`src/hw/rename_pkg.sv`:
```
// Rename unit shared sizes and types
`default_nettype none

package rename_pkg;

  // ----------------------------------------------------------
  // sizes
  // ----------------------------------------------------------
  localparam int DISP_SIZE     = 2;   // instructions per dispatch group
  localparam int NUM_ARCH_REGS = 32;
  localparam int NUM_PHYS_REGS = 64;

  // free physical regs split evenly over the slots
  localparam int FLIST_DEPTH = (NUM_PHYS_REGS - NUM_ARCH_REGS) / DISP_SIZE;

  // ----------------------------------------------------------
  // vector types
  // ----------------------------------------------------------
  typedef logic [$clog2(NUM_ARCH_REGS)-1:0] arch_reg_t;   // x0..x31
  typedef logic [$clog2(NUM_PHYS_REGS)-1:0] rnid_t;       // physical reg id
  typedef logic [DISP_SIZE-1:0]             grp_t;        // one bit per slot
  typedef logic [$clog2(FLIST_DEPTH)-1:0]   flist_ptr_t;

endpackage

`default_nettype wire

```
`src/hw/rename_group_if.sv`:
```
// Dispatch group bundle
`timescale 1ns/1ps
`default_nettype none

interface rename_group_if;
  import rename_pkg::*;

  logic      fire;                   // group accepted this edge
  grp_t      slot_valid;
  grp_t      rd_valid;
  arch_reg_t rd_arch  [DISP_SIZE];
  arch_reg_t rs1_arch [DISP_SIZE];
  arch_reg_t rs2_arch [DISP_SIZE];

  // consumers only read the group
  modport sink (
    input fire,
    input slot_valid,
    input rd_valid,
    input rd_arch,
    input rs1_arch,
    input rs2_arch
  );

endinterface

`default_nettype wire

```
`src/hw/rename_freelist.sv`:
```
// Per-slot free list of physical IDs
`timescale 1ns/1ps
`default_nettype none

module rename_freelist #(
  parameter int SLOT = 0
) (
  input  logic              i_clk,
  input  logic              i_reset_n,
  rename_group_if.sink      grp,
  input  logic              i_push,
  input  rename_pkg::rnid_t i_push_rnid,
  output rename_pkg::rnid_t o_new_rnid,
  output logic              o_empty
);
  import rename_pkg::*;

  rnid_t                        r_fifo [FLIST_DEPTH];
  flist_ptr_t                   r_rd_ptr;
  flist_ptr_t                   r_wr_ptr;
  logic [$clog2(FLIST_DEPTH):0] r_count;   // 0..FLIST_DEPTH
  logic                         w_rd_x0;
  logic                         w_pop;

  // ------------------------------------------------------------
  // pop condition
  // ------------------------------------------------------------
  assign w_rd_x0 = (grp.rd_arch[SLOT] == '0);
  assign w_pop   = grp.fire & grp.slot_valid[SLOT] & grp.rd_valid[SLOT] & ~w_rd_x0;

  // ------------------------------------------------------------
  // storage, starts full of this slot's id range
  // ------------------------------------------------------------
  always_ff @(posedge i_clk, negedge i_reset_n) begin
    if (!i_reset_n) begin
      for (int i = 0; i < FLIST_DEPTH; i++) begin
        r_fifo[i] <= rnid_t'(NUM_ARCH_REGS + FLIST_DEPTH * SLOT + i);
      end
    end else if (i_push) begin
      r_fifo[r_wr_ptr] <= i_push_rnid;
    end
  end

  always_ff @(posedge i_clk, negedge i_reset_n) begin
    if (!i_reset_n) begin
      r_rd_ptr <= '0;
      r_wr_ptr <= '0;   // full, so write side sits on the read side
      r_count  <= FLIST_DEPTH[$clog2(FLIST_DEPTH):0];
    end else begin
      if (w_pop) begin
        r_rd_ptr <= r_rd_ptr + 1'b1;   // wraps at FLIST_DEPTH
      end
      if (i_push) begin
        r_wr_ptr <= r_wr_ptr + 1'b1;
      end
      case ({i_push, w_pop})
        2'b10:   r_count <= r_count + 1'b1;
        2'b01:   r_count <= r_count - 1'b1;
        default: r_count <= r_count;   // none, or push and pop together
      endcase
    end
  end

  // x0 destination never takes a register
  assign o_new_rnid = w_rd_x0 ? '0 : r_fifo[r_rd_ptr];
  assign o_empty    = (r_count == '0);

endmodule

`default_nettype wire

```
`src/hw/rename_commit_release.sv`:
```
// Commit release to the free lists
`timescale 1ns/1ps
`default_nettype none

module rename_commit_release (
  input  logic              i_clk,
  input  logic              i_reset_n,
  input  logic              i_cmt_valid,
  input  rename_pkg::grp_t  i_cmt_slot_valid,
  input  rename_pkg::grp_t  i_cmt_dead,
  input  rename_pkg::rnid_t i_cmt_rnid     [rename_pkg::DISP_SIZE],
  input  rename_pkg::rnid_t i_cmt_old_rnid [rename_pkg::DISP_SIZE],
  output rename_pkg::grp_t  o_push,
  output rename_pkg::rnid_t o_push_rnid    [rename_pkg::DISP_SIZE]
);
  import rename_pkg::*;

  rnid_t w_ret_rnid [DISP_SIZE];
  grp_t  w_push;
  grp_t  r_push;
  rnid_t r_push_rnid [DISP_SIZE];

  // dead inst gives back its new id, a normal commit the old one
  for (genvar d = 0; d < DISP_SIZE; d++) begin : g_ret
    assign w_ret_rnid[d] = i_cmt_dead[d] ? i_cmt_rnid[d] : i_cmt_old_rnid[d];
    assign w_push[d]     = i_cmt_valid & i_cmt_slot_valid[d] & (w_ret_rnid[d] != '0);
  end

  always_ff @(posedge i_clk, negedge i_reset_n) begin
    if (!i_reset_n) begin
      r_push <= '0;
    end else begin
      r_push <= w_push;
    end
  end

  always_ff @(posedge i_clk) begin
    r_push_rnid <= w_ret_rnid;   // id handed back per slot
  end

  assign o_push      = r_push;
  assign o_push_rnid = r_push_rnid;

endmodule

`default_nettype wire

```
`src/hw/rename_map_table.sv`:
```
// Architectural to physical map table
`timescale 1ns/1ps
`default_nettype none

module rename_map_table (
  input  logic              i_clk,
  input  logic              i_reset_n,
  rename_group_if.sink      grp,
  input  rename_pkg::rnid_t i_new_rnid    [rename_pkg::DISP_SIZE],
  output rename_pkg::rnid_t o_rs1_rnid    [rename_pkg::DISP_SIZE],
  output rename_pkg::rnid_t o_rs2_rnid    [rename_pkg::DISP_SIZE],
  output rename_pkg::rnid_t o_rd_old_rnid [rename_pkg::DISP_SIZE]
);
  import rename_pkg::*;

  rnid_t r_map [NUM_ARCH_REGS];
  grp_t  w_wr;

  // ------------------------------------------------------------
  // update on accepted group
  // ------------------------------------------------------------
  for (genvar d = 0; d < DISP_SIZE; d++) begin : g_wr
    assign w_wr[d] = grp.fire & grp.slot_valid[d] & grp.rd_valid[d] &
                     (grp.rd_arch[d] != '0);   // x0 stays at id 0
  end

  always_ff @(posedge i_clk, negedge i_reset_n) begin
    if (!i_reset_n) begin
      for (int i = 0; i < NUM_ARCH_REGS; i++) begin
        r_map[i] <= rnid_t'(i);   // identity map
      end
    end else begin
      // ascending slot order, younger slot wins on same rd
      for (int d = 0; d < DISP_SIZE; d++) begin
        if (w_wr[d]) begin
          r_map[grp.rd_arch[d]] <= i_new_rnid[d];
        end
      end
    end
  end

  // ------------------------------------------------------------
  // lookups
  // ------------------------------------------------------------
  for (genvar d = 0; d < DISP_SIZE; d++) begin : g_rd
    assign o_rs1_rnid[d]    = r_map[grp.rs1_arch[d]];
    assign o_rs2_rnid[d]    = r_map[grp.rs2_arch[d]];
    assign o_rd_old_rnid[d] = r_map[grp.rd_arch[d]];
  end

endmodule

`default_nettype wire

```
`src/hw/rename_group_bypass.sv`:
```
// In-group dependency forwarding
`timescale 1ns/1ps
`default_nettype none

module rename_group_bypass (
  rename_group_if.sink      grp,
  input  rename_pkg::rnid_t i_new_rnid        [rename_pkg::DISP_SIZE],
  input  rename_pkg::rnid_t i_map_rs1_rnid    [rename_pkg::DISP_SIZE],
  input  rename_pkg::rnid_t i_map_rs2_rnid    [rename_pkg::DISP_SIZE],
  input  rename_pkg::rnid_t i_map_rd_old_rnid [rename_pkg::DISP_SIZE],
  output rename_pkg::rnid_t o_rs1_rnid        [rename_pkg::DISP_SIZE],
  output rename_pkg::rnid_t o_rs2_rnid        [rename_pkg::DISP_SIZE],
  output rename_pkg::rnid_t o_rd_old_rnid     [rename_pkg::DISP_SIZE],
  output rename_pkg::rnid_t o_rd_rnid         [rename_pkg::DISP_SIZE]
);
  import rename_pkg::*;

  grp_t w_writes;   // slot allocates a real destination

  for (genvar d = 0; d < DISP_SIZE; d++) begin : g_wr
    assign w_writes[d] = grp.slot_valid[d] & grp.rd_valid[d] & (grp.rd_arch[d] != '0);
  end

  // start from the map, let each older writer in the group override;
  // the nearest older writer is applied last
  always_comb begin
    for (int d = 0; d < DISP_SIZE; d++) begin
      o_rs1_rnid[d]    = i_map_rs1_rnid[d];
      o_rs2_rnid[d]    = i_map_rs2_rnid[d];
      o_rd_old_rnid[d] = i_map_rd_old_rnid[d];
      for (int p = 0; p < d; p++) begin
        if (w_writes[p] && (grp.rd_arch[p] == grp.rs1_arch[d])) begin
          o_rs1_rnid[d] = i_new_rnid[p];
        end
        if (w_writes[p] && (grp.rd_arch[p] == grp.rs2_arch[d])) begin
          o_rs2_rnid[d] = i_new_rnid[p];
        end
        if (w_writes[p] && (grp.rd_arch[p] == grp.rd_arch[d])) begin
          o_rd_old_rnid[d] = i_new_rnid[p];   // old id is the older slot's new one
        end
      end
    end
  end

  assign o_rd_rnid = i_new_rnid;   // freelist head, 0 for x0

endmodule

`default_nettype wire

```
`src/hw/rename_unit.sv`:
```
// Register rename unit, integer file
`timescale 1ns/1ps
`default_nettype none

module rename_unit (
  input  logic                  i_clk,
  input  logic                  i_reset_n,
  // dispatch group
  input  logic                  i_front_valid,
  output logic                  o_ready,
  input  rename_pkg::grp_t      i_slot_valid,
  input  rename_pkg::grp_t      i_rd_valid,
  input  rename_pkg::arch_reg_t i_rd_arch      [rename_pkg::DISP_SIZE],
  input  rename_pkg::arch_reg_t i_rs1_arch     [rename_pkg::DISP_SIZE],
  input  rename_pkg::arch_reg_t i_rs2_arch     [rename_pkg::DISP_SIZE],
  // commit, always accepted
  input  logic                  i_cmt_valid,
  input  rename_pkg::grp_t      i_cmt_slot_valid,
  input  rename_pkg::grp_t      i_cmt_dead,
  input  rename_pkg::rnid_t     i_cmt_rnid     [rename_pkg::DISP_SIZE],
  input  rename_pkg::rnid_t     i_cmt_old_rnid [rename_pkg::DISP_SIZE],
  // results
  output rename_pkg::rnid_t     o_rd_rnid      [rename_pkg::DISP_SIZE],
  output rename_pkg::rnid_t     o_rd_old_rnid  [rename_pkg::DISP_SIZE],
  output rename_pkg::rnid_t     o_rs1_rnid     [rename_pkg::DISP_SIZE],
  output rename_pkg::rnid_t     o_rs2_rnid     [rename_pkg::DISP_SIZE]
);
  import rename_pkg::*;

  rename_group_if grp_if ();

  grp_t  w_empty;
  grp_t  w_push;
  rnid_t w_push_rnid   [DISP_SIZE];
  rnid_t w_new_rnid    [DISP_SIZE];
  rnid_t w_map_rs1     [DISP_SIZE];
  rnid_t w_map_rs2     [DISP_SIZE];
  rnid_t w_map_rd_old  [DISP_SIZE];

  // ------------------------------------------------------------
  // handshake and group bundle
  // ------------------------------------------------------------
  assign o_ready           = ~(|w_empty);   // stall if any list ran dry
  assign grp_if.fire       = i_front_valid & o_ready;
  assign grp_if.slot_valid = i_slot_valid;
  assign grp_if.rd_valid   = i_rd_valid;
  assign grp_if.rd_arch    = i_rd_arch;
  assign grp_if.rs1_arch   = i_rs1_arch;
  assign grp_if.rs2_arch   = i_rs2_arch;

  // ------------------------------------------------------------
  // free lists and commit return
  // ------------------------------------------------------------
  for (genvar s = 0; s < DISP_SIZE; s++) begin : g_flist
    rename_freelist #(.SLOT(s)) u_freelist (
      .i_clk       (i_clk),
      .i_reset_n   (i_reset_n),
      .grp         (grp_if),
      .i_push      (w_push[s]),
      .i_push_rnid (w_push_rnid[s]),
      .o_new_rnid  (w_new_rnid[s]),
      .o_empty     (w_empty[s])
    );
  end

  rename_commit_release u_commit_release (
    .i_clk            (i_clk),
    .i_reset_n        (i_reset_n),
    .i_cmt_valid      (i_cmt_valid),
    .i_cmt_slot_valid (i_cmt_slot_valid),
    .i_cmt_dead       (i_cmt_dead),
    .i_cmt_rnid       (i_cmt_rnid),
    .i_cmt_old_rnid   (i_cmt_old_rnid),
    .o_push           (w_push),
    .o_push_rnid      (w_push_rnid)
  );

  rename_map_table u_map_table (
    .i_clk         (i_clk),
    .i_reset_n     (i_reset_n),
    .grp           (grp_if),
    .i_new_rnid    (w_new_rnid),
    .o_rs1_rnid    (w_map_rs1),
    .o_rs2_rnid    (w_map_rs2),
    .o_rd_old_rnid (w_map_rd_old)
  );

  rename_group_bypass u_group_bypass (
    .grp               (grp_if),
    .i_new_rnid        (w_new_rnid),
    .i_map_rs1_rnid    (w_map_rs1),
    .i_map_rs2_rnid    (w_map_rs2),
    .i_map_rd_old_rnid (w_map_rd_old),
    .o_rs1_rnid        (o_rs1_rnid),
    .o_rs2_rnid        (o_rs2_rnid),
    .o_rd_old_rnid     (o_rd_old_rnid),
    .o_rd_rnid         (o_rd_rnid)
  );

endmodule

`default_nettype wire

```
`config.mk`:
```
export PLATFORM = sky130hd
export DESIGN_NAME = rename_unit
export DESIGN_NICKNAME = d
export VERILOG_FILES = /design/src/hw/rename_pkg.sv /design/src/hw/rename_group_if.sv /design/src/hw/rename_freelist.sv /design/src/hw/rename_commit_release.sv /design/src/hw/rename_map_table.sv /design/src/hw/rename_group_bypass.sv /design/src/hw/rename_unit.sv
export SDC_FILE = /design/constraint.sdc
export NUM_CORES = 1
export LEC_CHECK = 0
export ABC_CLOCK_PERIOD_IN_PS = 9850
export BUFFER_PORTS_ARGS = -buffer_cell sky130_fd_sc_hd__buf_2
export CAP_MARGIN = 20
export CELL_PAD_IN_SITES_DETAIL_PLACEMENT = 1
export CELL_PAD_IN_SITES_GLOBAL_PLACEMENT = 1
export CORE_MARGIN = 1.5
export CORE_UTILIZATION = 57
export CTS_CLUSTER_SIZE = 16
export DETAILED_ROUTE_END_ITERATION = 10
export PLACE_DENSITY = 0.87
export SYNTH_ARGS = -nofsm -noshare
export SYNTH_HDL_FRONTEND = slang
export SYNTH_SLANG_ARGS = --single-unit
```
`constraint.sdc`:
```
create_clock -name i_clk -period 9.85 [get_ports i_clk]
set_clock_uncertainty 0.1 [all_clocks]
set_input_delay 0.4925 -clock i_clk [delete_from_list [all_inputs] [get_ports i_clk]]
set_output_delay 0.4925 -clock i_clk [all_outputs]
set_load 0.05 [all_outputs]
```
==> reports/metrics.yaml <==
grt:
  track_usage_pct: 46.5
  overflow: 0
  grt_max_degree: 178
  grt_pass1_vias: 25200
  grt_pass1_wl_mm: 180
  antenna_found_initial: 6
floorplanning:
  chipHeight_um: 232
  row_count: 83
  die_w_um: 232
  start_util_pct: 58.1
  fp.coreArea_sq_mm: 0.0516
  io_pins: 115
  die_area_sq_mm: 0.0540
critical_path:
  r2r_start: "g_flist[0].u_freelist.r_count[1]"
  slowest_stage: "or4_4"
  r2r_end: "g_flist[1].u_freelist.r_count[4]"
  critical_path_class: "reg2reg"
  cpMostUsedCell: "ha_1"
  start_kind: "register"
  required_ns: 10.28
  crit_arrival_ns: 5.29
  ff2ff_path_depth: 13
  path_cells: "or4_4, o22ai_4, buf_4, inv_4, and2_1, ha_1, xor2_1, ha_1, a21boi_0, o22a_1, a21oi_1, mux2i_1, xnor2_1"
  crit_family: "simple AND/OR/NAND/NOR gates"
  worstSetupEndpointType: "register"
  crit_buf_inv: 2
  worst_path_largest_cell_delay_ns: 0.62
  path_max_fanout: 39
  rrSetupSlack_ns: 4.99
pwr:
  ir_drop_mv: 0.307
  power.density_mw_per_mm2: 342
  power_frac_seq_pct: 35.8
  switching_power_uw: 5150
  sw_frac_of_total_pct: 46.4
  comb_power_share_pct: 47.1
  pwr-share-clk_pct: 17.1
  p_leak_uw: 0.0131
  power.internal_uw: 5960
layout:
  nets: 2391
  finalNonFillerCells: 3027
  seq_area_sq_mm: 0.0108
  multi_input_area_sq_mm: 0.0181
  finalCoreUtilization_pct: 62.9
  drive_above_1_share_pct: 48.2
  fill_cells: 4823
  syn_to_final_growth_pct: 8.35
clock_tree:
  insertion_delay_ns: 0.63
  cts_setup_buffers: 0
  cts_max_level: 2
  clock-sinks: 424
  cts_buffers: 46
  clk_pin_slew_ns: 0.07
  ctsHoldBuffers: 1
  cts_resized: 0
  clockRootBuffer: "clkbuf_16"
  clock_path_buffers: 3
  cts_tree: "built"
sta:
  finalCritPeriodShare_pct: 49.4
  tightest_slew_ns: 1.17
  hold_viol_final: 0
  max_freq_mhz: 206
  min_period_ns: 4.86
  setup_tns_ns: 0
  setup_viol: 0
  slew_violations: 0
  grt_setup_unrepaired: "no"
  slew_headroom_pct: 21.2
  setup_ws_ns: 4.99
synth:
  yosysWarnings: 0
  yosys.cell_count.top_type: "mux4_2"
  netlist_top_cells_count: "mux4_2, mux2_2, dfrtp_1"
  syn_nets: 2417
  ys_types: 68
  synth_top_area_cell: "mux4_2"
  syn_inst: 2333
  synth-edff-count: 0
  synth_top_cell_area_share_pct: 27.0
  synth.ff_latch_count: 424
  ys_seq_area_share_pct: 36.0
  synth_area_leaders: "mux4_2, dfrtp_1, dfstp_2"
  synth_area_per_cell_sq_um: 12.8
  synthArstFlopShare_pct: 97.2
  synth_flop_cell: "dfrtp_1"
  syn_area_sq_mm: 0.0300
placement:
  post-place-ws_ns: 4.89
  gp_congestion: 1.04
  hpwl_mm: 79.9
  dp.cells: 2935
  io_buffers: 114
detailed_routing:
  via_per_inst: 7.92
  vias: 24000
  ant_nets: 0
  initialDrtViolationCount: 3216
  drtPass1Iterations: 5
  route.detailed.drc: 0
  routed_wirelength_mm: 123
  wire_per_inst_um: 40.5
flow_run:
  cap_viol_max_count: 0
min_path:
  min_path_cells: 3
  min_from: "i_cmt_slot_valid[1]"
  whs_endpoint: "u_commit_release.o_push[1]"
  min_path_type: "in2reg"
outcome:
  status: "complete, no violations"
==> power by group through the flow <==
stage,combinational (uW),sequential (uW),clock [uW]
2_1_floorplan,3570,3220,0
3_3_place_gp,4760,3680,0
3_5_place_dp,4960,3840,0
4_1_cts,5080,3870,1900
5_1_grt,5350,4010,1960
6_report,5240,3980,1900
==> per-layer routing <==
metal  share of wire, %  vias up  track usage (%)
li1                   -     9052                -
met1                 34    12500             57.3
met2                 47     1908             73.8
met3                 11      503             12.0
met4                7.3        8             28.0
met5              0.038        -                0
==> cells in the final DEF (no fill, tap or decap), types with 13 or more instances in the layout <==
cell type	synthesis	routed
mux4_2	359	359
mux2_2	269	269
dfrtp_1	218	218
dfstp_2	194	194
nor2_1	181	175
a21oi_1	173	173
mux2i_1	166	166
buf_2	72	109
nand2_1	100	100
a22oi_1	48	48
clkbuf_16	0	47
buf_4	29	42
o22ai_1	37	31
nand3_1	25	25
nand4_1	24	24
xnor2_1	21	21
nor3_2	18	18
xor2_1	18	18
ha_1	18	18
inv_1	15	15
a31oi_1	14	14
or4_1	14	14
clkbuf_8	0	14
nor2b_1	13	13
==> worst min-delay path: stages <==
cell,delay [ns]
buf_2,0.10
nand2_1,0.08
a21oi_1,0.05
==> through the flow <==
stage                     hold slack [ns]  total power [uW]  area, sq um
after global routing               0.0496             11300        32500
after floorplan                    0.0969              6790        30000
final                              0.0545             11100        32500
after CTS                          0.0319             10900        32400
after global placement              0.359              8440        30700
after detailed placement            0.383              8800        30700
==> cell families (layout without fill, tap and decap cells) <==
| kind of cell | after synthesis | in the layout | synth area share (%) |
|---|---|---|---|
| simple gates | 477 | 477 | 8.54 |
| buf+inv | 247 | 259 | 3.88 |
| xor+xnor | 39 | 39 | 1.14 |
| flops | 424 | 424 | 36.0 |
| compound gates | 317 | 317 | 6.32 |
| mux | 811 | 811 | 43.4 |
| other cells | 0 | 2 | 0 |
| fa+ha+maj | 18 | 18 | 0.752 |
==> sequential cells by signal, indices dropped and copies added, names as in the netlist <==
| register | flops |
|---|---|
| u_commit_release.o_push | 2 |
| g_flist.u_freelist.r_count | 10 |
| g_flist.u_freelist.r_wr_ptr | 8 |
| g_flist.u_freelist.r_rd_ptr | 8 |
| g_flist.u_freelist.r_fifo | 192 |
| u_commit_release.o_push_rnid | 12 |
| u_map_table.r_map | 192 |
==> how the worst max path moves through the flow <==
stage / slack [ns] / depth (start not counted) / start / to
after floorplan: 6.34 / 16 / g_flist[0].u_freelist.r_count[1] / g_flist[0].u_freelist.r_count[4]
after global routing: 4.88 / 13 / g_flist[0].u_freelist.r_count[1] / g_flist[1].u_freelist.r_count[4]
after detailed placement: 4.89 / 13 / i_rd_arch[1] / g_flist[1].u_freelist.r_count[4]
after CTS: 5.10 / 13 / g_flist[0].u_freelist.r_count[1] / g_flist[1].u_freelist.r_count[4]
final: 4.99 / 13 / g_flist[0].u_freelist.r_count[1] / g_flist[1].u_freelist.r_count[4]
after global placement: 5.44 / 13 / i_rd_arch[1] / g_flist[1].u_freelist.r_count[4]
==> final cells by class <==
cell class                      instances  area share [%]
Antenna cell                            2          0.0154
Timing Repair Buffer                  157            2.98
Clock inverter                         18           0.763
Inverter                               16           0.193
Sequential cell                       424            33.2
Tap cell                              680            2.62
Multi-Input combinational cell       1662            55.9
Clock buffer                           68            4.30
Power figures use the tool's default switching activity.
